$ cat src/design/icache_cfg.svh
`ifndef ICACHE_CFG_SVH
`define ICACHE_CFG_SVH

// address and line geometry
`define ICACHE_ADDR_W      32
`define ICACHE_WAYS        4
`define ICACHE_LINE_BYTES  64
`define ICACHE_SETS        16

// memory side, one line arrives as eight 64-bit beats
`define ICACHE_BEAT_W      64
`define ICACHE_BEATS       8

// a cpu write here clears every valid bit
`define ICACHE_CTRL_ADDR   32'h0000_FFFC

// deep enough for one whole line
`define ICACHE_FIFO_DEPTH  8

`endif

$ cat src/design/icache_pkg.sv
`default_nettype none

`include "icache_cfg.svh"

package icache_pkg;

    localparam int unsigned OFFSET_W   = $clog2(`ICACHE_LINE_BYTES);
    localparam int unsigned INDEX_W    = $clog2(`ICACHE_SETS);
    localparam int unsigned TAG_W      = `ICACHE_ADDR_W - INDEX_W - OFFSET_W;
    localparam int unsigned BEAT_IDX_W = $clog2(`ICACHE_BEATS);
    localparam int unsigned WAY_W      = $clog2(`ICACHE_WAYS);
    localparam int unsigned WORD_W     = 32;

    // address field positions: tag 31..10, index 9..6, beat 5..3, word 2
    localparam int unsigned WORD_BIT   = 2;
    localparam int unsigned BEAT_LSB   = $clog2(`ICACHE_BEAT_W / 8);
    localparam int unsigned INDEX_LSB  = OFFSET_W;
    localparam int unsigned TAG_LSB    = INDEX_LSB + INDEX_W;

    typedef logic [`ICACHE_ADDR_W-1:0] addr_t;
    typedef logic [TAG_W-1:0]          tag_t;
    typedef logic [INDEX_W-1:0]        index_t;
    typedef logic [BEAT_IDX_W-1:0]     beat_idx_t;
    typedef logic [WAY_W-1:0]          way_t;
    typedef logic [`ICACHE_WAYS-1:0]   way_vec_t;
    typedef logic [`ICACHE_BEAT_W-1:0] beat_t;
    typedef logic [WORD_W-1:0]         word_t;

endpackage

`default_nettype wire

$ cat src/design/icache_ctrl.sv
`default_nettype none

`include "icache_cfg.svh"

module icache_ctrl import icache_pkg::*; (
    input  wire logic     clk_i,
    input  wire logic     rst_i,
    input  wire logic     cpu_rd_i,
    input  wire logic     cpu_wr_i,
    input  wire addr_t    cpu_addr_i,
    input  wire way_vec_t hit_vec_i,
    input  wire way_t     victim_i,
    input  wire logic     fifo_empty_i,
    input  wire beat_t    fifo_data_i,
    output logic          cpu_ready_o,
    output logic          cpu_rsp_valid_o,
    output logic          mem_req_valid_o,
    output addr_t         mem_req_addr_o,
    output index_t        lookup_index_o,
    output tag_t          lookup_tag_o,
    output logic          alloc_o,
    output way_t          alloc_way_o,
    output logic          inval_o,
    output index_t        inval_index_o,
    output logic          plru_update_o,
    output logic          fifo_pop_o,
    output logic          data_en_o,
    output way_vec_t      data_we_o,
    output beat_idx_t     data_row_o,
    output beat_t         data_wdata_o,
    output logic          word_sel_o
);

    typedef enum logic [2:0] {
        ST_IDLE,
        ST_COMPARE,
        ST_MEM_WAIT,
        ST_FILL,
        ST_INVAL
    } state_e;

    state_e  state_q, state_d;
    addr_t   addr_q;
    way_t    victim_q;
    index_t  inval_cnt_q;
    logic    pop_q;
    logic    hit;
    logic    accept;
    logic    miss;
    logic    fill_done;

    // one extra bit so the counters can reach a full line
    logic [BEAT_IDX_W:0] pop_cnt_q;
    logic [BEAT_IDX_W:0] wr_cnt_q;

    assign accept    = (state_q == ST_IDLE) && (cpu_rd_i || cpu_wr_i);
    assign hit       = |hit_vec_i;
    assign miss      = (state_q == ST_COMPARE) && !hit;
    assign fill_done = wr_cnt_q[BEAT_IDX_W];

    // --------------------
    // cpu and memory side
    // --------------------
    assign cpu_ready_o     = (state_q == ST_IDLE);
    assign cpu_rsp_valid_o = (state_q == ST_COMPARE) && hit;
    assign mem_req_valid_o = miss;
    assign mem_req_addr_o  = {addr_q[`ICACHE_ADDR_W-1:OFFSET_W], {OFFSET_W{1'b0}}};

    // idle looks up the incoming address, every other state the held one
    assign lookup_index_o = (state_q == ST_IDLE) ? cpu_addr_i[INDEX_LSB +: INDEX_W]
                                                 : addr_q[INDEX_LSB +: INDEX_W];
    assign lookup_tag_o   = addr_q[TAG_LSB +: TAG_W];

    // allocate the victim in the same cycle as the memory request
    assign alloc_o       = miss;
    assign alloc_way_o   = victim_i;
    assign plru_update_o = cpu_rsp_valid_o;

    assign inval_o       = (state_q == ST_INVAL);
    assign inval_index_o = inval_cnt_q;

    // --------------------
    // line fill
    // --------------------
    // fifo data shows up one cycle after the pop, so writes trail pops by one
    assign fifo_pop_o   = (state_q == ST_FILL) && !fifo_empty_i && !pop_cnt_q[BEAT_IDX_W];
    assign data_we_o    = pop_q ? (way_vec_t'(1) << victim_q) : '0;
    assign data_wdata_o = fifo_data_i;

    // read on accept, write each beat, and re-read once the line is complete
    assign data_en_o = (accept && cpu_rd_i) || pop_q || ((state_q == ST_FILL) && fill_done);

    always_comb begin
        if (pop_q) begin
            data_row_o = wr_cnt_q[BEAT_IDX_W-1:0];
        end else if (state_q == ST_IDLE) begin
            data_row_o = cpu_addr_i[BEAT_LSB +: BEAT_IDX_W];
        end else begin
            data_row_o = addr_q[BEAT_LSB +: BEAT_IDX_W];
        end
    end

    assign word_sel_o = addr_q[WORD_BIT];

    // --------------------
    // state machine
    // --------------------
    always_comb begin
        state_d = state_q;
        case (state_q)
            ST_IDLE: begin
                if (cpu_rd_i) begin
                    state_d = ST_COMPARE;
                end else if (cpu_wr_i && (cpu_addr_i == `ICACHE_CTRL_ADDR)) begin
                    state_d = ST_INVAL;
                end
            end
            ST_COMPARE: begin
                state_d = hit ? ST_IDLE : ST_MEM_WAIT;
            end
            ST_MEM_WAIT: begin
                if (!fifo_empty_i) begin
                    state_d = ST_FILL;
                end
            end
            ST_FILL: begin
                if (fill_done) begin
                    state_d = ST_COMPARE;
                end
            end
            ST_INVAL: begin
                if (inval_cnt_q == index_t'(`ICACHE_SETS - 1)) begin
                    state_d = ST_IDLE;
                end
            end
            default: state_d = ST_IDLE;
        endcase
    end

    always_ff @(posedge clk_i) begin
        if (rst_i) begin
            state_q     <= ST_IDLE;
            victim_q    <= '0;
            inval_cnt_q <= '0;
            pop_cnt_q   <= '0;
            wr_cnt_q    <= '0;
            pop_q       <= 1'b0;
        end else begin
            state_q <= state_d;
            pop_q   <= fifo_pop_o;
            if (miss) begin
                victim_q  <= victim_i;
                pop_cnt_q <= '0;
                wr_cnt_q  <= '0;
            end else begin
                if (fifo_pop_o) begin
                    pop_cnt_q <= pop_cnt_q + 1'b1;
                end
                if (pop_q) begin
                    wr_cnt_q <= wr_cnt_q + 1'b1;
                end
            end
            // wraps back to zero after the last set
            if (state_q == ST_INVAL) begin
                inval_cnt_q <= inval_cnt_q + 1'b1;
            end
        end
    end

    always_ff @(posedge clk_i) begin
        if (accept) begin
            addr_q <= cpu_addr_i;
        end
    end

endmodule

`default_nettype wire

$ cat config.mk
export PLATFORM = sky130hd
export DESIGN_NAME = icache_ctrl
export DESIGN_NICKNAME = d
export VERILOG_FILES = /design/src/design/icache_pkg.sv /design/src/design/icache_ctrl.sv
export VERILOG_INCLUDE_DIRS = /design/src /design/src/design
export SDC_FILE = /design/constraint.sdc
export NUM_CORES = 1
export LEC_CHECK = 0
export BUFFER_PORTS_ARGS = -buffer_cell sky130_fd_sc_hd__buf_2
export CAP_MARGIN = 20
export CORE_MARGIN = 10
export CORE_UTILIZATION = 40
export CTS_CLUSTER_DIAMETER = 200
export DETAILED_ROUTE_END_ITERATION = 8
export PLACE_DENSITY_LB_ADDON = 0.3
export REMOVE_ABC_BUFFERS = 1
export SYNTH_ARGS = -nofsm -noshare
export SYNTH_HDL_FRONTEND = slang
export SYNTH_SLANG_ARGS = --single-unit
$ cat constraint.sdc
create_clock -name clk_i -period 4.3 [get_ports clk_i]
set_input_delay 1.075 -clock clk_i [delete_from_list [all_inputs] [get_ports clk_i]]
set_output_delay 1.075 -clock clk_i [all_outputs]
set_load 0.01 [all_outputs]
==> run metrics <==
max-cap violations 0; 1st-iter DRT viols 49; Antenna Nets Post-Route 0; Crit Path Max Fanout 4; worst reg2reg setup slack 2.26 ns; Worst setup SP type input port; max-slew violations 0; Die X 105 um; Yosys cell types 38; Worst VDD drop 0.110 mV; clock root buffer clkbuf_8; Fmax 316 MHz; Critical Path End Type output port; placed cell area 2680 um^2; initial antenna violation count 0; number of setup violations in the final report 0; Final Cycle Share 0.736; global-route total usage across every layer 0.212; final worst path period need 3.16 ns; worst path bufs/invs 3; DRC viols 0; WHS 0.496 ns; Layout Nets 386; Resized cells post-CTS 0; relative slew slack 0.607; met1 Usage GRT 0.222; register bit count reported by yosys 48; first-pass GRT wire length 16.3 mm; busiest grt layer met3; delay-heaviest family, CP simple AND/OR/NAND/NOR gates; via/cell ratio 4.85; die area 11,100 um^2; I/O Buffers 116; FP Rows 30; type of the worst setup path input port to output port; GRT overflow 0; critical-path cell list buf_2 -> nor4_1 -> nand2_1 -> inv_1 -> buf_2; worst-margin pin slew 0.587 ns; placed wire-length estimate 10.6 mm; clk_lat worst skew 0.31 ns; routability cong. 0.851; pin count of the biggest net entering global routing 28; RSZ-0062 raised after global routing false; global routing met3 resource utilization 0.269; sequential share of the synthesized area 0.435; vias in the first global route 1,960; synthesized area 2900 um^2; Hold Path Origin pop_cnt_q[3]$_SDFFE_PP0P_; Core Region 6910 um^2; post-route cell area 2800 um^2; YS warnings 0; Hold Buf Count CTS 0; fill cell count 714; most frequent CP cell buf_2; required time worst endpoint 3.22 ns; Starting Density 0.420; Pre-antenna DRT Iters 4; Routed WL 12.2 mm; static leakage 1.26 nW; status finished, final reports clean; Clock Tree Buf Depth 2; Die H 105 um; clock slew at reported path FFs 0.09 ns; mean area per synthesized cell 10.5 um^2; TritonCTS Buffers 5; Yosys top cell area share 0.316; Arr. time, crit path 2.09 ns; CTS sink count 48; Vias 1,808; # diodes 0; Post-Syn Instances 276; final hold vios 0; synth top area cells buf_4 (32%), edfxtp_1 (31%), dfxtp_1 (12%); postcts setup bufs 0; Clock Skews 0.00744 ns; critical path launch point hit_vec_i[1]; setup TNS 0 ns; area growth from synthesis to layout -3.67%; CTS tree yes; reg-to-reg startpoint state_q[1]$_SDFFE_PP0P_; routed len/inst 32.7 um; Slowest cell on crit path nor4_1; area leader, netlist buf_4; GR Util met2 0.255; critical path's largest stage delay 0.43 ns; layout cells sized above 1 0.477; H-tree Lvls 2; worst min-delay path class flop to flop; number of I/O pins 251; Power Density 359 nW/um^2; overall power 0.00100 W
==> worst paths after layout <==
path | endpoint | cells after the start
max | mem_req_valid_o | 5
min reg2reg | pop_cnt_q[3]$_SDFFE_PP0P_ | 2
min | pop_cnt_q[3]$_SDFFE_PP0P_ | 2
max reg2reg | addr_q[12]$_DFFE_PN_ | 3
==> routing by layer <==
layer,up-vias,wire (um)
met3,9,3190
met5,-,50
met2,195,4430
li1,802,-
met1,800,4470
met4,2,54
==> cells in the final DEF (no fill, tap or decap), types with 2 or more instances in the layout <==
master	count
mux2_1	4
nor2b_1	2
ha_1	3
xor2_1	5
a21oi_1	2
dfxtp_1	18
nor2_1	18
nand4b_1	3
clkbuf_8	5
nor3_1	3
xnor2_1	3
edfxtp_1	30
nand4_1	4
mux2i_1	8
conb_1	6
nand2_1	12
nand2b_1	3
o21ai_1	3
buf_2	116
and3_1	2
nor3_4	2
inv_1	2
nor4_1	5
==> cells by family (layout without fill, tap and decap cells) <==
logic type	Yosys count	after routing	share of synthesized area
and+or+nand+nor	60	60	0.117
adders and majority gates	3	3	0.0129
DFF	48	48	0.435
muxes	12	12	0.0431
xor gates and xnor gates	8	8	0.0241
AOI/OAI and AO/OA	12	12	0.0358
other	1	6	0.00129
buffers and inverters	132	128	0.331
==> area by class of cell <==
| class | count | area, um^2 | area share |
|---|---|---|---|
| well taps | 96 | 120 | 0.0430 |
| repair buffers | 117 | 588 | 0.210 |
| inverters | 3 | 11.3 | 0.00403 |
| multi-input cells | 101 | 699 | 0.250 |
| flip-flops and latches | 48 | 1260 | 0.451 |
| clock buffers | 5 | 68.8 | 0.0246 |
| clock inverters | 3 | 46.3 | 0.0166 |
==> worst min-delay path: stages (launching register included) <==
cell,delay [ns]
dfxtp_1,0.35
a41oi_1,0.05
nor2_1,0.07
==> stage by stage <==
stage	worst slack, ns	util	instances
3_5_place_dp	1.15	0.388	365
3_3_place_gp	1.17	0.388	365
4_1_cts	1.14	0.405	373
6_report	1.14	0.405	373
5_1_grt	0.932	0.405	373
2_1_floorplan	1.39	-	152
==> report_power, final <==
part	internal, W	total, W	switching, W	leakage [nW]
sequential	0.000517	0.000530	0.0000127	0.443
clock	0.000175	0.000334	0.000159	0.0548
combinational	0.0000543	0.000140	0.0000855	0.759
==> flip-flops by register name, summed over array words and instances (netlist names) <==
signal	flops
inval_index_o	4
addr_q	30
victim_q	2
pop_cnt_q	4
state_q	3
wr_cnt_q	4
pop_q	1
==> cell usage after synthesis, drive strengths merged <==
cell    instances
o21ai           4
nor3            5
mux2i           8
inv             3
conb            1
dfxtp          18
xor2            5
mux2            4
nor4            6
a221oi          1
nand2b          3
nor3b           1
ha              3
nor2b           2
a41oi           1
buf           127
edfxtp         30
a21oi           2
clkbuf          2
o21bai          1
o21a            1
or4             1
a32oi           1
nand4           4
a22oi           1
nand4b          3
nand3           1
nand2          12
xnor2           3
nor2           18
and4bb          1
and3            2
and3b           1
Note: power is estimated with default switching activity, not from simulation.
