## config.mk

```make
export PLATFORM = sky130hd
export DESIGN_NAME = refill_fifo
export DESIGN_NICKNAME = d
export VERILOG_FILES = /design/src/design/refill_fifo.sv
export SDC_FILE = /design/constraint.sdc
export NUM_CORES = 1
export LEC_CHECK = 0
export ABC_AREA = 1
export CORE_MARGIN = 5
export CORE_UTILIZATION = 60
export CTS_BUF_LIST = sky130_fd_sc_hd__clkbuf_2
export DETAILED_ROUTE_END_ITERATION = 7
export DONT_BUFFER_PORTS = 1
export PLACE_DENSITY = 0.77
export SLEW_MARGIN = 20
export SYNTH_ARGS = -nofsm -noshare
export SYNTH_HDL_FRONTEND = slang
export SYNTH_SLANG_ARGS = --single-unit
```

## constraint.sdc

```tcl
create_clock -name clk_i -period 14.24 [get_ports clk_i]
set_clock_uncertainty 0.2 [all_clocks]
set_input_delay 0 -clock clk_i [delete_from_list [all_inputs] [get_ports clk_i]]
set_output_delay 0 -clock clk_i [all_outputs]
set_load 0.02 [all_outputs]
```

## src/design/refill_fifo.sv

```systemverilog
`default_nettype none

module refill_fifo #(
    parameter type         payload_t = logic [63:0],
    parameter int unsigned DEPTH     = 8
) (
    input  wire logic     clk_i,
    input  wire logic     rst_i,
    input  wire logic     push_i,
    input  wire payload_t data_i,
    input  wire logic     pop_i,
    output payload_t      data_o,
    output logic          empty_o
);

    localparam int unsigned PTR_W = $clog2(DEPTH);
    localparam int unsigned CNT_W = $clog2(DEPTH + 1);

    payload_t   mem [DEPTH];
    logic [PTR_W-1:0] wr_ptr_q;
    logic [PTR_W-1:0] rd_ptr_q;
    logic [CNT_W-1:0] count_q;
    logic             do_pop;

    assign empty_o = (count_q == '0);
    assign do_pop  = pop_i && !empty_o;

    // --------------------
    // pointers and count
    // --------------------
    always_ff @(posedge clk_i) begin
        if (rst_i) begin
            wr_ptr_q <= '0;
            rd_ptr_q <= '0;
            count_q  <= '0;
        end else begin
            if (push_i) begin
                wr_ptr_q <= (wr_ptr_q == PTR_W'(DEPTH - 1)) ? '0 : wr_ptr_q + 1'b1;
            end
            if (do_pop) begin
                rd_ptr_q <= (rd_ptr_q == PTR_W'(DEPTH - 1)) ? '0 : rd_ptr_q + 1'b1;
            end
            case ({push_i, do_pop})
                2'b10:   count_q <= count_q + 1'b1;
                2'b01:   count_q <= count_q - 1'b1;
                default: count_q <= count_q;
            endcase
        end
    end

    // registered output, valid the cycle after a pop
    always_ff @(posedge clk_i) begin
        if (push_i) begin
            mem[wr_ptr_q] <= data_i;
        end
        if (do_pop) begin
            data_o <= mem[rd_ptr_q];
        end
    end

endmodule

`default_nettype wire

```

==> results_dict.tcl, run 1 <==
set metrics [dict create \
    status "complete, no violations" \
    synth_flop_cell "edfxtp_1" \
    cap_violations 0 \
    critPathKind "reg -> reg" \
    hold_violations 0 \
    yosysTopAreaCellShare 0.754 \
    ys_types 22 \
    final_layout_size_suffix_gt1_frac 0.113 \
    rrSetupSlack_ns 10.04 \
    synth_nets 1933 \
    wl_per_cell_um 18.9 \
    min_path_type "in -> reg" \
    grt-ovfl-total 0 \
    cts_buffers 141 \
    vias 14400 \
    powerDensity_mw_per_mm2 170 \
    layout.nets 2138 \
    ys_seq_area_frac 0.762 \
    globalRouteTotalUtil 0.243 \
    critical_path_arrival_ns 4.94 \
    place_hpwl_um 23300 \
    final_cells 2663 \
    htreeDepth 4 \
    critPathSlowestCell "dlygate4sd3_1" \
    rsz0062_at_grt "no" \
    gp_congestion 0.746 \
    cts_buffer_depth 3 \
    yosys-top-cells-count "edfxtp_1, nor2_1, nand2_1" \
    holdPathEnd "mem[3][16]$_DFFE_PP_" \
    die_y_um 206 \
    worstPathRequired_ns 14.98 \
    p_leak_nw 9.56 \
    fmaxAchievable_mhz 238 \
    ant_nets 0 \
    peakVddDrop_mv 0.209 \
    clk_latency_ns 1.03 \
    floorplan.initialDensity 0.608 \
    async_flop_share 0 \
    grt_first_pass_wirelength_um 79200 \
    max_slew_margin 0.233 \
    syn2layout_area_growth_pct 12.4 \
    drv_slew 0 \
    via_per_inst 5.42 \
    worstMarginPinSlew_ns 1.15 \
    setup_viol 0 \
    power_mw 4.40 \
    end_kind "register" \
    cts_tree "yes" \
    yosysWarnings 0 \
    core_mm2 0.0378 \
    cpMostUsedCell "dlygate4sd3_1" \
    ff2ff_path_depth 12 \
    period_minus_slack_ns 4.20 \
    routed_wl_um 50300 \
    fin_crit_sh 0.295 \
    clk_pin_slew_ns 0.12 \
    startpoint_type "register" \
    cts-root-buf "clkbuf_2" \
    firstDrtPassIters 8 \
    path_max_fanout 7 \
    clock-sinks 586 \
    drc_errors 0 \
    grt_max_degree 101 \
    synth_area_leaders "edfxtp_1, nor2_1, nand2_1, o21ai_1, o21ai_0" \
    first_global_vias 14900 \
    die-area_mm2 0.0423 \
    fill_cells 2566 \
    avgSynthCellArea_um2 12.4 \
    die_w_um 206 \
    port_buffers 0 \
    io_pins 133 \
    mappedNetlistArea_mm2 0.0229 \
    fin_setup_tns_ns 0 \
    ys_ff_latch 586 \
    r2r_end "count_q[3]$_SDFFE_PP0P_" \
    hp-start "data_i[16]" \
    rows 71 \
    crit_chain "inv_1, nand4_1, inv_1, nor2_4, ha_1, dlygate4sd3_1, a21oi_1, dlygate4sd3_1, nand2_1, dlygate4sd3_1, inv_1, dlygate4sd3_1" \
    placedCellCount 2287 \
    synth_edf_count 576 \
    post-cts-setup-buffers 0 \
    hold_depth 2 \
    drtIter0Drc 1331 \
    antenna_found_initial 1 \
    synth_top_area_cell "edfxtp_1" \
    reg2reg_from "count_q[0]$_SDFFE_PP0P_" \
    synth.most_common_cell "edfxtp_1" \
    syn-instance-count 1857 \
    crit_path_max_incr_delay_ns 0.61 \
]
## worst max-delay path, delay by kind of cell (launching register included)
family                   cells  cell delay [ns]
adder cells (fa/ha/maj)      1             0.26
AND/OR/NAND/NOR              3             0.39
AO/OA/AOI/OAI                1             0.15
buffers and inverters        7             2.78
flip-flops                   1             0.35
## worst max-delay path by stage
stage | startpoint | end | slack, ns | depth (start not counted)
after CTS | count_q[1]$_SDFFE_PP0P_ | count_q[3]$_SDFFE_PP0P_ | 10.14 | 12
after global routing | count_q[1]$_SDFFE_PP0P_ | count_q[3]$_SDFFE_PP0P_ | 9.93 | 12
final | count_q[0]$_SDFFE_PP0P_ | count_q[3]$_SDFFE_PP0P_ | 10.04 | 12
after global placement | rd_ptr_q[0]$_SDFFE_PP0N_ | data_o[2]$_DFFE_PN_ | 10.58 | 7
after detailed placement | rd_ptr_q[0]$_SDFFE_PP0N_ | data_o[2]$_DFFE_PN_ | 10.48 | 7
after floorplan | count_q[1]$_SDFFE_PP0P_ | count_q[3]$_SDFFE_PP0P_ | 9.08 | 11
## stage by stage
step                      utilization  instance area [µm²]  setup slack [ns]  hold slack [ns]
after detailed placement        0.614                23200             10.48           -0.118
after floorplan                     -                22900              9.08           -0.128
after global routing            0.683                25800              9.93           0.0424
after global placement          0.614                23200             10.58           -0.125
final                           0.683                25800             10.04           0.0985
after CTS                       0.683                25800             10.14          0.00893
## where the power goes
part	switching [mW]	total [mW]	internal, mW
registers	0.233	2.34	2.11
clock network	0.619	1.03	0.409
logic	0.714	1.03	0.316
## placed cells by master, fill, tap and decap left out, types with 2 or more instances in the layout
cell type,synthesis,final
a21oi_1,10,10
buf_4,15,17
bufinv_16,0,2
clkbuf_2,1,201
clkinv_1,0,23
clkinv_2,0,2
dfxtp_1,10,7
dfxtp_4,0,3
dlygate4sd3_1,0,143
edfxtp_1,576,576
ha_1,7,7
inv_1,17,17
inv_2,3,5
nand2_1,338,338
nand3_1,5,5
nor2_1,526,517
nor2_4,0,9
o21ai_0,54,54
o21ai_1,207,207
or2_2,2,2
## area by class of cell
cell class	instances	area (µm²)	area share
Antenna cell	1	2.50	0.0000970
Tap cell	511	639	0.0248
Clock inverter	31	171	0.00664
Clock buffer	201	1010	0.0390
Timing Repair Buffer	160	1560	0.0604
Sequential cell	586	17500	0.679
Inverter	20	82.6	0.00320
Multi-Input combinational cell	1153	4830	0.187
## per-layer routing
metal	global-route usage	vias up	routed length, µm
met5	0	-	0
met1	0.321	6877	20100
li1	-	6867	-
met4	0.0916	0	1140
met3	0.0630	103	4390
met2	0.392	596	24700
## registers in the layout, summed over array words and instances (netlist names)
register and cells:
count_q 4, data_o 64, mem 512, rd_ptr_q 3
wr_ptr_q 3
## logic make-up (layout without fill, tap and decap cells)
family,count (synthesis),count (layout),share of synthesized area
buffers and inverters,118,412,0.0299
adders and majority gates,8,8,0.00469
AOI/OAI and AO/OA,271,271,0.0591
DFF,586,586,0.762
and+or+nand+nor,873,873,0.143
xor gates and xnor gates,1,1,0.000382
other,0,1,0
## repair_timing
item | in CTS | in global routing
resized for setup | 0 | 0
endpoints found under the hold margin | 985 | 0
hold buffers | 143 | 0
endpoints found under the setup margin | 0 | 0
Note: power is estimated with default switching activity, not from simulation.
==> inputs of run 2 (changes only) <==
- CORE_UTILIZATION: 60 -> 59
- PLACE_DENSITY: 0.77 -> 0.79
- clock period: 14.24 -> 3.8 ns (I/O delays scaled with it)
==> run 2 against run 1 <==
Net effect: final cell count up 1.3%; global-route usage down 0.79 points; sequential cell count unchanged; setup slack worse by 9.8 ns; combinational power rose to 3.9 times the previous value; cell area up 1.6%; count of clock-buffer cells in the layout down 8; non-clock buffer count up 19; clock power rose to 4.0 times the previous value; fmax up 18%; critical path type unchanged; highest routed layer unchanged.
==> results_dict.tcl, run 2 (synthesis gave the netlist of run 1 again) <==
set metrics [dict create \
    switchingPower_mw 5.93 \
    largest_register_ff_count 512 \
    cts_tree "yes" \
    peakVddDrop_mv 0.465 \
    dr.max_layer_used "met4" \
    core_mm2 0.0386 \
    firstDrtPassIters 6 \
    critical_path_arrival_ns 4.31 \
    layout_common_cells "edfxtp_1, nor2_1, nand2_1, o21ai_1, clkbuf_2" \
    cts_buffer_depth 3 \
    ant_nets 0 \
    ff2ff_path_depth 10 \
    route.met2.wl_um 26000 \
    rows 72 \
    fin_setup_tns_ns 0 \
    placedCellCount 2301 \
    place_area_mm2 0.0233 \
    wl_met1_um 19900 \
    port_buffers 0 \
    drtIter0Drc 1388 \
    wl_met3_um 3920 \
    wl_per_cell_um 18.7 \
    io_pins 133 \
    finish.instance_area_mm2 0.0262 \
    dp_slack_ns 1.12 \
    clkPwrFrac 0.246 \
    gp_congestion 0.748 \
    holdPathEnd "mem[6][23]$_DFFE_PP_" \
    grt_max_degree 151 \
    critPathKind "reg -> reg" \
    worstPathRequired_ns 4.55 \
    internal_power_mw 10.9 \
    startpoint_type "register" \
    p_seq_frac 0.515 \
    r2r_end "rd_ptr_q[1]$_SDFFE_PP0N_" \
    hold_depth 2 \
    grt-ovfl-total 0 \
    rrSetupSlack_ns 0.24 \
    layout_commonest_cell "edfxtp_1" \
    status "complete, no violations" \
    floorplan.initialDensity 0.595 \
    powerDensity_mw_per_mm2 642 \
    fin_crit_sh 0.937 \
    combPwrFrac 0.239 \
    drv_slew 0 \
    die_w_um 207 \
    path_max_fanout 84 \
    ctsResizeCount 0 \
    grt_first_pass_wirelength_um 79900 \
    worstMarginPinSlew_ns 1.11 \
    min_path_type "in -> reg" \
    cap_violations 0 \
    setup_viol 0 \
    syn2layout_area_growth_pct 14.2 \
    drc_errors 0 \
    largest_register "mem" \
    period_minus_slack_ns 3.56 \
    hold_violations 0 \
    final_layout_size_suffix_gt1_frac 0.114 \
    reg2reg_from "rd_ptr_q[0]$_SDFFE_PP0N_" \
    die-area_mm2 0.0429 \
    first_global_vias 15100 \
    htreeDepth 4 \
    via_per_inst 5.48 \
    globalRouteTotalUtil 0.235 \
    clock-sinks 586 \
    vias 14800 \
    end_kind "register" \
    power_mw 16.8 \
    post-cts-setup-buffers 0 \
    antenna_found_initial 2 \
    fmaxAchievable_mhz 281 \
    cts-root-buf "clkbuf_2" \
    hp-start "data_i[23]" \
    layout.nets 2157 \
    setup_ws_ns 0.240 \
    clk_latency_ns 1.06 \
    p_leak_nw 9.71 \
    place_hpwl_um 23900 \
    clk_pin_slew_ns 0.12 \
    largestRegisters "mem (512), data_o (64), count_q (4)" \
    final_util 0.680 \
    timing.hold.ws_ns 0.0964 \
    final_cells 2698 \
    die_y_um 207 \
    cts_buffers 141 \
    max_slew_margin 0.258 \
    cts.hold.buffers_added 155 \
    routed_wl_um 50600 \
    rsz0062_at_grt "no" \
    switching_share 0.352 \
]
-- run 2: changes by cell type in the layout (fill, tap and decap cells not counted) --
cell and change:
dlygate4sd3_1 +12, bufinv_16 +4, inv_2 -2, buf_6 +1, buf_12 +7, diode_2 +1, clkinv_1 +9, buf_4 -1
clkbuf_2 -8, clkinvlp_4 +3, clkinv_2 +2
-- run 2: layer usage --
layer  track usage  vias up
li1              -     6932
met1         0.304     7130
met2         0.396      656
met3        0.0544       69
met4        0.0800        0
met5             0        -
-- run 2: power by group through the flow --
stage / Sequential [mW] / Combinational (mW) / Clock [mW]
6_report: 8.66 / 4.01 / 4.14
5_1_grt: 8.71 / 4.55 / 4.58
4_1_cts: 8.67 / 3.97 / 4.23
3_5_place_dp: 8.82 / 3.72 / 0
3_3_place_gp: 8.82 / 3.59 / 0
2_1_floorplan: 8.58 / 3.04 / 0
-- run 2: cell type report --
cell class                      instances  area, µm²
Clock buffer                          193        966
Antenna cell                            2       5.00
Inverter                               20       82.6
Sequential cell                       586      17500
Fill cell                            2733      12300
Clock inverter                         47        350
Timing Repair Buffer                  179       1820
Multi-Input combinational cell       1153       4830
Tap cell                              518        648
-- run 2: worst max path at each step --
stage | start | end | slack [ns] | cells past startpoint
2_1_floorplan | wr_ptr_q[0]$_SDFFE_PP0P_ | mem[0][0]$_DFFE_PP_ | -0.22 | 2
3_3_place_gp | rd_ptr_q[1]$_SDFFE_PP0N_ | data_o[13]$_DFFE_PN_ | 1.18 | 6
3_5_place_dp | rd_ptr_q[1]$_SDFFE_PP0N_ | data_o[13]$_DFFE_PN_ | 1.12 | 6
4_1_cts | rd_ptr_q[0]$_SDFFE_PP0N_ | rd_ptr_q[1]$_SDFFE_PP0N_ | 0.30 | 10
5_1_grt | rd_ptr_q[0]$_SDFFE_PP0N_ | rd_ptr_q[1]$_SDFFE_PP0N_ | 0.08 | 10
6_report | rd_ptr_q[0]$_SDFFE_PP0N_ | rd_ptr_q[1]$_SDFFE_PP0N_ | 0.24 | 10
-- run 2: worst max-delay path, cell delays in order, from the launching register on --
cell and delay, ns:
dfxtp_4 0.62, buf_4 0.79, ha_1 0.29, ha_1 0.15, inv_1 0.05, nand2_1 0.05, nand3_1 0.08, dlygate4sd3_1 0.59
nand2_1 0.06, dlygate4sd3_1 0.54, nor2_1 0.04
