[src/design/icache_cfg.svh]
`ifndef ICACHE_CFG_SVH
`define ICACHE_CFG_SVH

// address and line geometry
`define ICACHE_ADDR_W      32
`define ICACHE_WAYS        4
`define ICACHE_LINE_BYTES  64
`define ICACHE_SETS        16

// memory side, one line arrives as eight 64-bit beats
`define ICACHE_BEAT_W      64
`define ICACHE_BEATS       8

// a cpu write here clears every valid bit
`define ICACHE_CTRL_ADDR   32'h0000_FFFC

// deep enough for one whole line
`define ICACHE_FIFO_DEPTH  8

`endif

[src/design/icache_pkg.sv]
`default_nettype none

`include "icache_cfg.svh"

package icache_pkg;

    localparam int unsigned OFFSET_W   = $clog2(`ICACHE_LINE_BYTES);
    localparam int unsigned INDEX_W    = $clog2(`ICACHE_SETS);
    localparam int unsigned TAG_W      = `ICACHE_ADDR_W - INDEX_W - OFFSET_W;
    localparam int unsigned BEAT_IDX_W = $clog2(`ICACHE_BEATS);
    localparam int unsigned WAY_W      = $clog2(`ICACHE_WAYS);
    localparam int unsigned WORD_W     = 32;

    // address field positions: tag 31..10, index 9..6, beat 5..3, word 2
    localparam int unsigned WORD_BIT   = 2;
    localparam int unsigned BEAT_LSB   = $clog2(`ICACHE_BEAT_W / 8);
    localparam int unsigned INDEX_LSB  = OFFSET_W;
    localparam int unsigned TAG_LSB    = INDEX_LSB + INDEX_W;

    typedef logic [`ICACHE_ADDR_W-1:0] addr_t;
    typedef logic [TAG_W-1:0]          tag_t;
    typedef logic [INDEX_W-1:0]        index_t;
    typedef logic [BEAT_IDX_W-1:0]     beat_idx_t;
    typedef logic [WAY_W-1:0]          way_t;
    typedef logic [`ICACHE_WAYS-1:0]   way_vec_t;
    typedef logic [`ICACHE_BEAT_W-1:0] beat_t;
    typedef logic [WORD_W-1:0]         word_t;

endpackage

`default_nettype wire

[src/design/plru_tree.sv]
`default_nettype none

`include "icache_cfg.svh"

module plru_tree import icache_pkg::*; (
    input  wire logic     clk_i,
    input  wire logic     rst_i,
    input  wire index_t   index_i,
    input  wire logic     update_i,
    input  wire way_vec_t hit_vec_i,
    output way_t          victim_o
);

    // bit 0 picks the half, bit 1 covers ways 0/1, bit 2 covers ways 2/3
    logic [2:0] tree_q [`ICACHE_SETS];
    logic [2:0] tree;
    way_t       hit_way;

    assign tree     = tree_q[index_i];
    assign victim_o = tree[0] ? {1'b1, tree[2]} : {1'b0, tree[1]};

    always_comb begin
        hit_way = '0;
        for (int w = 0; w < `ICACHE_WAYS; w++) begin
            if (hit_vec_i[w]) begin
                hit_way = way_t'(w);
            end
        end
    end

    always_ff @(posedge clk_i) begin
        if (rst_i) begin
            for (int s = 0; s < `ICACHE_SETS; s++) begin
                tree_q[s] <= '0;
            end
        end else if (update_i) begin
            // point the path away from the way just used
            if (!hit_way[1]) begin
                tree_q[index_i][0] <= 1'b1;
                tree_q[index_i][1] <= ~hit_way[0];
            end else begin
                tree_q[index_i][0] <= 1'b0;
                tree_q[index_i][2] <= ~hit_way[0];
            end
        end
    end

endmodule

`default_nettype wire

[config.mk]
export PLATFORM = sky130hd
export DESIGN_NAME = plru_tree
export DESIGN_NICKNAME = d
export VERILOG_FILES = /design/src/design/icache_pkg.sv /design/src/design/plru_tree.sv
export VERILOG_INCLUDE_DIRS = /design/src /design/src/design
export SDC_FILE = /design/constraint.sdc
export NUM_CORES = 1
export LEC_CHECK = 0
export BUFFER_PORTS_ARGS = -buffer_cell sky130_fd_sc_hd__buf_2
export CORE_MARGIN = 4
export CORE_UTILIZATION = 63
export CTS_BUF_LIST = sky130_fd_sc_hd__clkbuf_4 sky130_fd_sc_hd__clkbuf_8
export DETAILED_ROUTE_END_ITERATION = 12
export PLACE_DENSITY = 0.82
export SETUP_SLACK_MARGIN = 0.1
export SKIP_CTS_REPAIR_TIMING = 1
export SYNTH_ARGS = -nofsm -noshare
export SYNTH_HDL_FRONTEND = slang
export SYNTH_SLANG_ARGS = --single-unit
[constraint.sdc]
create_clock -name clk_i -period 2.35 [get_ports clk_i]
set_input_delay 0.47 -clock clk_i [delete_from_list [all_inputs] [get_ports clk_i]]
set_output_delay 0.47 -clock clk_i [all_outputs]
set_load 0.005 [all_outputs]
==> run_results.csv, run 1 <==
group,metric,value,unit
run_status,status,"finished, violations left",
run_status,violations,"setup timing",
synthesis,ys_ff_latch,48,
global_routing,antenna_found_initial,0,
floorplan,design.core.area,4060,sq um
drt,viasPerCell,6.37,
job,drv_cap,0,
global_routing,grt_usage,24.8,%
drt,ant_nets,0,
layout,top_register,"tree_q",
layout,drive_gt1_share,21.2,%
sta,fin_crit,2.39,ns
drt,vias,1880,
sta,finalSetupViolations,1,
floorplan,rows,23,
power_and_ir_drop,total_power,1.71,mW
layout,nFillCells,288,
setup_path,critPathRequiredTime,1.88,ns
place,post-place-cells,287,
setup_path,timing.critical_path.from_type,"flop",
layout,area_growth,8.40,%
sta,hold_viol_final,0,
global_routing,grt_pass1_wl,9600,um
sta,fin_crit_sh,102,%
clock_network,tritoncts,"built",
layout,nets,255,
synthesis,yosysUniqueCellTypes,26,
global_routing,grt.overflow.total,0,
setup_path,cp.arrival,1.92,ns
sta,fmax,418,MHz
min_path,hp-class,"in -> reg",
power_and_ir_drop,leakage,1.10,nW
place,dp_hpwl,4280,um
global_routing,grt_pass1_vias,1891,
clock_network,clockBufferDepth,2,
floorplan,dieArea,5370,sq um
global_routing,grt_start_max_net_pins,49,
synthesis,syn_inst,234,
layout,n_antenna_cell,0,
layout,final_cells,295,
drt,wirelength,5850,um
drt,first_pass_iters,4,
drt,route.detailed.drc,0,
setup_path,startpoint,"tree_q[11][0]",
synthesis,netlist_area,2680,sq um
clock_network,htree_levels,2,
clock_network,clkSinkCount,48,
setup_path,crit_fanout,2,
synthesis,synthesis.nets,245,
place,io_buffers,11,
floorplan,die_h,73.3,um
place,routabilityCongestion,0.868,
layout,reg_top3,"tree_q x48",
drt,drt-initial-drc-count,242,
synthesis,synth_seq_area_share,53.7,%
synthesis,yosysWarnings,0,
clock_network,root_buffer,"clkbuf_8",
floorplan,ios,13,
setup_path,critPathKind,"reg -> out",
clock_network,clkTransAtPathRegs,0.08,ns
min_path,min-delay-start,"index_i[0]",
power_and_ir_drop,power_density,588,nW/um^2
sta,maxSlewViolCount,0,
clock_network,cts_buffers,5,
floorplan,die-width,73.3,um
sta,slew_headroom,56.2,%
drt,avgRoutedWirePerCell,19.8,um
setup_path,end_kind,"output port",
sta,rsz0062_at_grt,"yes",
floorplan,start_util,66.1,%
sta,max_slew.worst_pin.slew,0.654,ns
sta,timing.final.ws_setup,-0.0428,ns
synthesis,synth_area_per_cell,11.5,sq um
power_and_ir_drop,peakVddDrop,0.324,mV
layout,largest_reg_flops,48,
## synth_stat cells
library cell	count	area, sq um
nand2_2	1	6.26
a22oi_2	1	12.5
mux4_2	6	135
nor2_1	38	143
nand2b_1	15	93.8
nor2b_1	2	12.5
clkbuf_1	15	56.3
buf_2	4	20.0
a21o_1	13	97.6
nor3b_1	2	15.0
nor4_1	1	6.26
edfxtp_1	48	1440
mux4_1	6	158
or2_2	6	37.5
mux2_4	1	15.0
buf_6	1	11.3
nand2_1	21	78.8
buf_8	1	15.0
nor3_1	13	65.1
nand3_1	4	20.0
a41o_1	4	40.0
and2_1	3	18.8
buf_1	1	3.75
o21bai_1	16	120
inv_1	6	22.5
a22oi_1	5	37.5
## layout make-up
type                            instances  area [sq um]  share of cell area, %
Sequential cell                        48          1440                   49.6
Multi-Input combinational cell        158          1110                   38.2
Timing Repair Buffer                   25           188                   6.45
Clock buffer                            5          68.8                   2.37
Tap cell                               50          62.6                   2.15
Inverter                                6          22.5                  0.775
Clock inverter                          3          13.8                  0.473
## placed cells by master, fill, tap and decap left out, types with 2 or more instances in the layout
master / instances
nor2b_1: 2
a22oi_2: 3
nand2_1: 21
nor3_1: 13
nor3b_1: 2
nand2b_1: 15
inv_1: 6
buf_6: 2
edfxtp_1: 48
a21o_1: 13
nor2_1: 38
nand3_1: 4
or2_2: 6
and2_1: 3
a22oi_1: 3
buf_4: 13
mux4_2: 9
clkinv_2: 2
o21bai_1: 16
mux4_1: 3
a41o_1: 4
buf_2: 8
clkbuf_8: 5
## per-stage QoR
step	hold WS (ns)	utilization, %	setup TNS [ns]	setup slack (ns)	instance area [sq um]
2_1_floorplan	0.798	-	0	0.167	2680
3_3_place_gp	0.882	69.0	-0.272	-0.272	2800
3_5_place_dp	0.893	69.0	-0.344	-0.320	2800
4_1_cts	0.576	71.0	-0.345	-0.320	2880
5_1_grt	0.577	71.7	-0.0844	-0.0844	2910
6_report	0.571	71.7	-0.0428	-0.0428	2910
## worst max-delay path, stage by stage, from the launching register on
cell and delay [ns]:
edfxtp_1 0.40, mux4_2 0.51, a22oi_2 0.21, nand2_2 0.09
mux2_4 0.31, buf_6 0.11
## metal layers
| layer | track usage, % | wire length, um |
|---|---|---|
| met5 | 0 | 0 |
| met4 | 11.3 | 208 |
| met3 | 4.79 | 503 |
| met2 | 40.4 | 2980 |
| met1 | 32.3 | 2160 |
## final timing paths
check                 depth (start not counted)           end  slack (ns)
worst max-delay path                          5   victim_o[0]       -0.04
worst min-delay path                          3  tree_q[3][2]        0.57
## cells by family after synthesis
kind of cell / Yosys count / share of synthesized area, %
DFF: 48 / 53.7
buffers and inverters: 28 / 4.80
and+or+nand+nor: 106 / 18.5
muxes: 13 / 11.5
AOI/OAI and AO/OA: 39 / 11.5
## report_power, final
part           total (mW)  internal [mW]  switching [mW]
Clock               0.469          0.202           0.267
Sequential           1.00          0.986          0.0181
Combinational       0.236          0.112           0.125
Note: power is estimated with default switching activity, not from simulation.
==> inputs of run 2 (changes only) <==
Settings changed: SKIP_CTS_REPAIR_TIMING 1 to default.
==> run_results.csv, run 2 (same netlist as run 1, synthesis figures left out) <==
group,metric,value,unit
run_status,status,"finished, violations left",
run_status,violations,"setup timing",
min_path,min-delay-start,"index_i[0]",
global_routing,grt_pass1_wl,9650,um
min_path,hold_path_end,"tree_q[3][2]",
power_and_ir_drop,leakage,1.10,nW
drt,drt-initial-drc-count,225,
layout,nets,255,
layout,layout_common_cells,"edfxtp_1, nor2_1, nand2_1",
setup_path,end_kind,"output port",
clock_network,cts_buffers,5,
floorplan,design.core.area,4060,sq um
power_and_ir_drop,power_density,588,nW/um^2
drt,avgRoutedWirePerCell,20.0,um
floorplan,rows,23,
global_routing,met1_usage,32.1,%
global_routing,grt_pass1_vias,1890,
floorplan,dieArea,5370,sq um
global_routing,grt_usage,25.0,%
global_routing,use_met3,5.75,%
floorplan,start_util,66.1,%
sta,finalSetupViolations,1,
setup_path,critPathKind,"reg -> out",
setup_path,cp.arrival,1.92,ns
drt,wirelength,5890,um
clock_network,clockBufferDepth,2,
floorplan,ios,13,
place,routabilityCongestion,0.868,
min_path,min_path_cells,3,
global_routing,grtUsageMet2,39.5,%
sta,max_slew.worst_pin.slew,0.675,ns
setup_path,cp_top_family,"multiplexers",
setup_path,crit_chain,"mux4_2, a22oi_2, nand2_2, mux2_4, buf_6",
global_routing,antenna_found_initial,0,
setup_path,crit_fanout,2,
drt,ant_nets,0,
layout,n_antenna_cell,0,
setup_path,critPathRequiredTime,1.88,ns
global_routing,grt.overflow.total,0,
layout,post-route-cell-area,2910,sq um
clock_network,root_buffer,"clkbuf_8",
sta,rsz0062_at_grt,"yes",
setup_path,timing.critical_path.from_type,"flop",
clock_network,htree_levels,2,
setup_path,critPathSlowestCell,"mux4_2",
global_routing,grt.busiest_layer,"met2",
sta,hold_viol_final,0,
drt,vias,1884,
place,place_area,2800,sq um
clock_network,clkTransAtPathRegs,0.08,ns
power_and_ir_drop,peakVddDrop,0.324,mV
drt,route.detailed.drc,0,
layout,largest_reg_flops,48,
sta,fin_crit_sh,102,%
sta,timing.final.ws_setup,-0.0390,ns
job,drv_cap,0,
setup_path,worst-path-buf-inv,1,
clock_network,cts_hold_buffers,0,
drt,viasPerCell,6.39,
sta,fmax,419,MHz
place,dp_hpwl,4280,um
min_path,hp-class,"in -> reg",
layout,reg_top3,"tree_q x48",
sta,fin_crit,2.39,ns
clock_network,tritoncts,"built",
clock_network,cts_setup_buffers,0,
floorplan,die-width,73.3,um
floorplan,die_h,73.3,um
place,pre_cts_ws,-0.320,ns
setup_path,slowest_delay,0.50,ns
drt,first_pass_iters,4,
layout,layout_commonest_cell,"edfxtp_1",
layout,top_register,"tree_q",
clock_network,clkSinkCount,48,
layout,drive_gt1_share,21.2,%
sta,slew_headroom,54.8,%
global_routing,grt_start_max_net_pins,49,
place,io_buffers,11,
sta,maxSlewViolCount,0,
layout,area_growth,8.40,%
[run 2: through the flow]
| step | TNS (ns) | std cells | hold slack (ns) | power (mW) | utilization [%] |
|---|---|---|---|---|---|
| final | -0.0390 | 295 | 0.570 | 1.71 | 71.7 |
| after floorplan | 0 | 234 | 0.798 | 1.17 | - |
| after global placement | -0.272 | 287 | 0.882 | 1.23 | 69.0 |
| after CTS | -0.0488 | 295 | 0.562 | 1.72 | 71.6 |
| after global routing | -0.0844 | 295 | 0.577 | 1.78 | 71.7 |
| after detailed placement | -0.344 | 287 | 0.893 | 1.25 | 69.0 |
[run 2: layer usage]
layer | wire, um | vias to the layer above
li1 | - | 863
met1 | 2160 | 904
met2 | 2940 | 98
met3 | 520 | 19
met4 | 261 | 0
met5 | 0 | -
[run 2: worst max-delay path by stage]
stage                  startpoint          end  cells past startpoint
floorplan              index_i[0]  victim_o[0]                      5
global placement       index_i[0]  victim_o[0]                      7
detailed placement     index_i[0]  victim_o[0]                      7
CTS                 tree_q[14][0]  victim_o[0]                      5
global route        tree_q[14][0]  victim_o[0]                      5
finish              tree_q[10][0]  victim_o[0]                      5
[run 2: power breakdown]
part,internal [mW],switching [mW]
Clock,0.202,0.265
Combinational,0.112,0.126
Sequential,0.986,0.0182
Total,1.30,0.409
[run 2: layout make-up]
cell class,count,area [sq um]
Fill cell,288,1150
Clock buffer,5,68.8
Tap cell,50,62.6
Timing Repair Buffer,25,188
Clock inverter,3,13.8
Inverter,6,22.5
Multi-Input combinational cell,158,1110
Sequential cell,48,1440
[run 2: timing repair]
item / CTS / global route
resized for setup: 11 / 1
endpoints found under the setup margin: 2 / 1
gates cloned: 0 / 0
==> inputs of run 3 (changes only) <==
Settings changed: ABC_AREA from default to 1, CAP_MARGIN from default to 20, CORE_UTILIZATION 63 to 64.
==> run_results.csv, run 3 <==
group,metric,value,unit
run_status,status,"finished, final reports clean",
synthesis,synthTopCellsByCount,"nand2_1, edfxtp_1, nor2_1",
sta,rsz0062_at_grt,"no",
power_and_ir_drop,power.switching,453,uW
layout,final_cells,449,
floorplan,start_util,67.5,%
drt,drt-initial-drc-count,140,
drt,wl_met3,236,um
layout,layout_commonest_cell,"nand2_1",
clock_network,root_buffer,"clkbuf_8",
clock_network,cts_buffers,5,
power_and_ir_drop,p_int,1.29,mW
synthesis,async_flop_share,0,%
synthesis,synth_edf_count,48,
drt,route.met2.wl,2830,um
synthesis,syn_inst,392,
setup_path,timing.critical_path.from_type,"input pin",
layout,area_growth,4.35,%
synthesis,synth_area_per_cell,7.71,sq um
clock_network,cts_hold_buffers,0,
layout,multi_input_area,1270,sq um
min_path,hold_path_end,"tree_q[9][1]",
job,drv_cap,0,
power_and_ir_drop,combPwrFrac,14.1,%
synthesis,synth_flop_cell,"edfxtp_1",
clock_network,clockBufferDepth,2,
synthesis,yosysUniqueCellTypes,18,
sta,fin_setup_tns,0,ns
synthesis,synthMostInstantiatedCell,"nand2_1",
synthesis,synth_seq_area_share,47.7,%
drt,route.detailed.drc,0,
synthesis,yosys.area.top_type,"edfxtp_1",
place,io_buffers,11,
global_routing,grt_usage,21.0,%
power_and_ir_drop,switching_share,26.0,%
place,dp_hpwl,4000,um
global_routing,grt_start_max_net_pins,49,
sta,fin_crit,2.03,ns
layout,top_register,"tree_q",
drt,top_layer,"met4",
layout,nets,407,
clock_network,tritoncts,"built",
synthesis,synthesis.nets,403,
floorplan,design.core.area,4470,sq um
drt,wirelength,5780,um
drt,first_pass_iters,6,
layout,regArea,1440,sq um
power_and_ir_drop,power_density,553,nW/um^2
global_routing,grt_pass1_wl,9750,um
layout,drive_gt1_share,21.9,%
clock_network,htree_levels,2,
floorplan,rows,24,
synthesis,synth_top_area_share,47.7,%
layout,reg_top3,"tree_q x48",
drt,viasPerCell,5.09,
global_routing,antenna_found_initial,0,
drt,vias,2286,
min_path,min-delay-start,"hit_vec_i[1]",
setup_path,critPathRequiredTime,1.88,ns
floorplan,dieArea,5880,sq um
sta,fin_crit_sh,86.4,%
layout,largest_reg_flops,48,
sta,slew_headroom,69.7,%
min_path,min_path_cells,2,
sta,fmax,493,MHz
sta,hold_viol_final,0,
drt,wl_met1,2650,um
drt,ant_nets,0,
setup_path,critPathKind,"in -> out",
sta,finalSetupViolations,0,
layout,nFillCells,363,
global_routing,grt_pass1_vias,2139,
setup_path,crit_fanout,27,
synthesis,netlist_area,3020,sq um
drt,avgRoutedWirePerCell,12.9,um
clock_network,clkSinkCount,48,
clock_network,clkTransAtPathRegs,0.09,ns
sta,max_slew.worst_pin.slew,0.454,ns
floorplan,die_h,76.7,um
power_and_ir_drop,leakage,1.37,nW
floorplan,die-width,76.7,um
synthesis,synth_area_leaders,"edfxtp_1, nand2_1, nor2_4",
place,routabilityCongestion,0.832,
power_and_ir_drop,clockPowerShare,28.6,%
sta,maxSlewViolCount,0,
power_and_ir_drop,p_seq_share,57.2,%
layout,utilization,70.5,%
setup_path,end_kind,"output port",
layout,layout_common_cells,"nand2_1, edfxtp_1, nor2_1",
synthesis,ys_ff_latch,48,
floorplan,ios,13,
setup_path,cp.arrival,1.56,ns
place,post-place-cells,441,
power_and_ir_drop,peakVddDrop,0.390,mV
layout,n_antenna_cell,0,
global_routing,grt.overflow.total,0,
synthesis,yosysWarnings,0,
min_path,hp-class,"in -> reg",
==> run 3: cell types whose count changed after synthesis, moves of 15 or more <==
cell      previous run  this run
nor2_2               0        23
nand2_1             21       187
inv_2                0        19
o21bai_1            16         1
nand2b_1            15         0
inv_1                6        27
==> run 3: worst max-delay path by stage <==
stage,start,to,slack (ns),cells past startpoint
2_1_floorplan,index_i[0],victim_o[0],0.58,13
3_3_place_gp,index_i[0],victim_o[0],0.27,13
3_5_place_dp,index_i[0],victim_o[0],0.27,13
4_1_cts,index_i[0],victim_o[0],0.27,13
5_1_grt,index_i[0],victim_o[0],0.14,13
6_report,index_i[0],victim_o[0],0.32,13
==> run 3: timing repair <==
action / CTS / global route
buffers inserted: 0 / 0
setup endpoints to repair: 0 / 1
gates resized for setup: 0 / 1
endpoints found under the hold margin: 0 / 0
==> run 3: cell families after synthesis <==
group	share of synthesized area, %
buffers and inverters	10.3
DFF	47.7
AOI/OAI and AO/OA	1.90
and+or+nand+nor	40.1
==> run 3: through the flow <==
stage               area (sq um)  setup slack [ns]  hold slack (ns)  power (mW)
global route                3150             0.135            0.582        1.82
CTS                         3150             0.273            0.578        1.74
finish                      3150             0.321            0.580        1.74
detailed placement          3060             0.272            0.895        1.26
global placement            3060             0.275            0.893        1.25
floorplan                   3020             0.581            0.781        1.21
==> run 3: layout make-up <==
| class | instances | share of cell area (%) |
|---|---|---|
| sequential | 48 | 45.7 |
| tap | 52 | 2.06 |
| inverter | 48 | 5.95 |
| clock inverter | 1 | 0.119 |
| multi-input combinational | 278 | 40.4 |
| clock buffer | 7 | 2.66 |
| timing repair buffer | 15 | 3.10 |
==> run 3: power by group through the flow <==
stage / logic [mW] / registers (mW) / clock network [mW]
finish: 0.246 / 0.998 / 0.499
detailed placement: 0.245 / 1.02 / 0
CTS: 0.246 / 0.998 / 0.497
global route: 0.278 / 1.00 / 0.537
floorplan: 0.195 / 1.01 / 0
global placement: 0.239 / 1.02 / 0
==> run 3: per-layer routing <==
layer	vias up	global-route usage [%]
met3	7	3.40
met5	-	0
met4	0	6.70
met1	1029	28.4
li1	1194	-
met2	56	34.6
==> run 3: worst max-delay path, stage by stage <==
cell     delay, ns
buf_2         0.15
buf_12        0.20
nand2_1       0.08
nand2_1       0.07
nand2_1       0.04
nand2_1       0.07
nand2_1       0.05
nand2_1       0.09
inv_1         0.05
nand2_2       0.06
nand2_1       0.05
nand2_1       0.06
buf_2         0.11
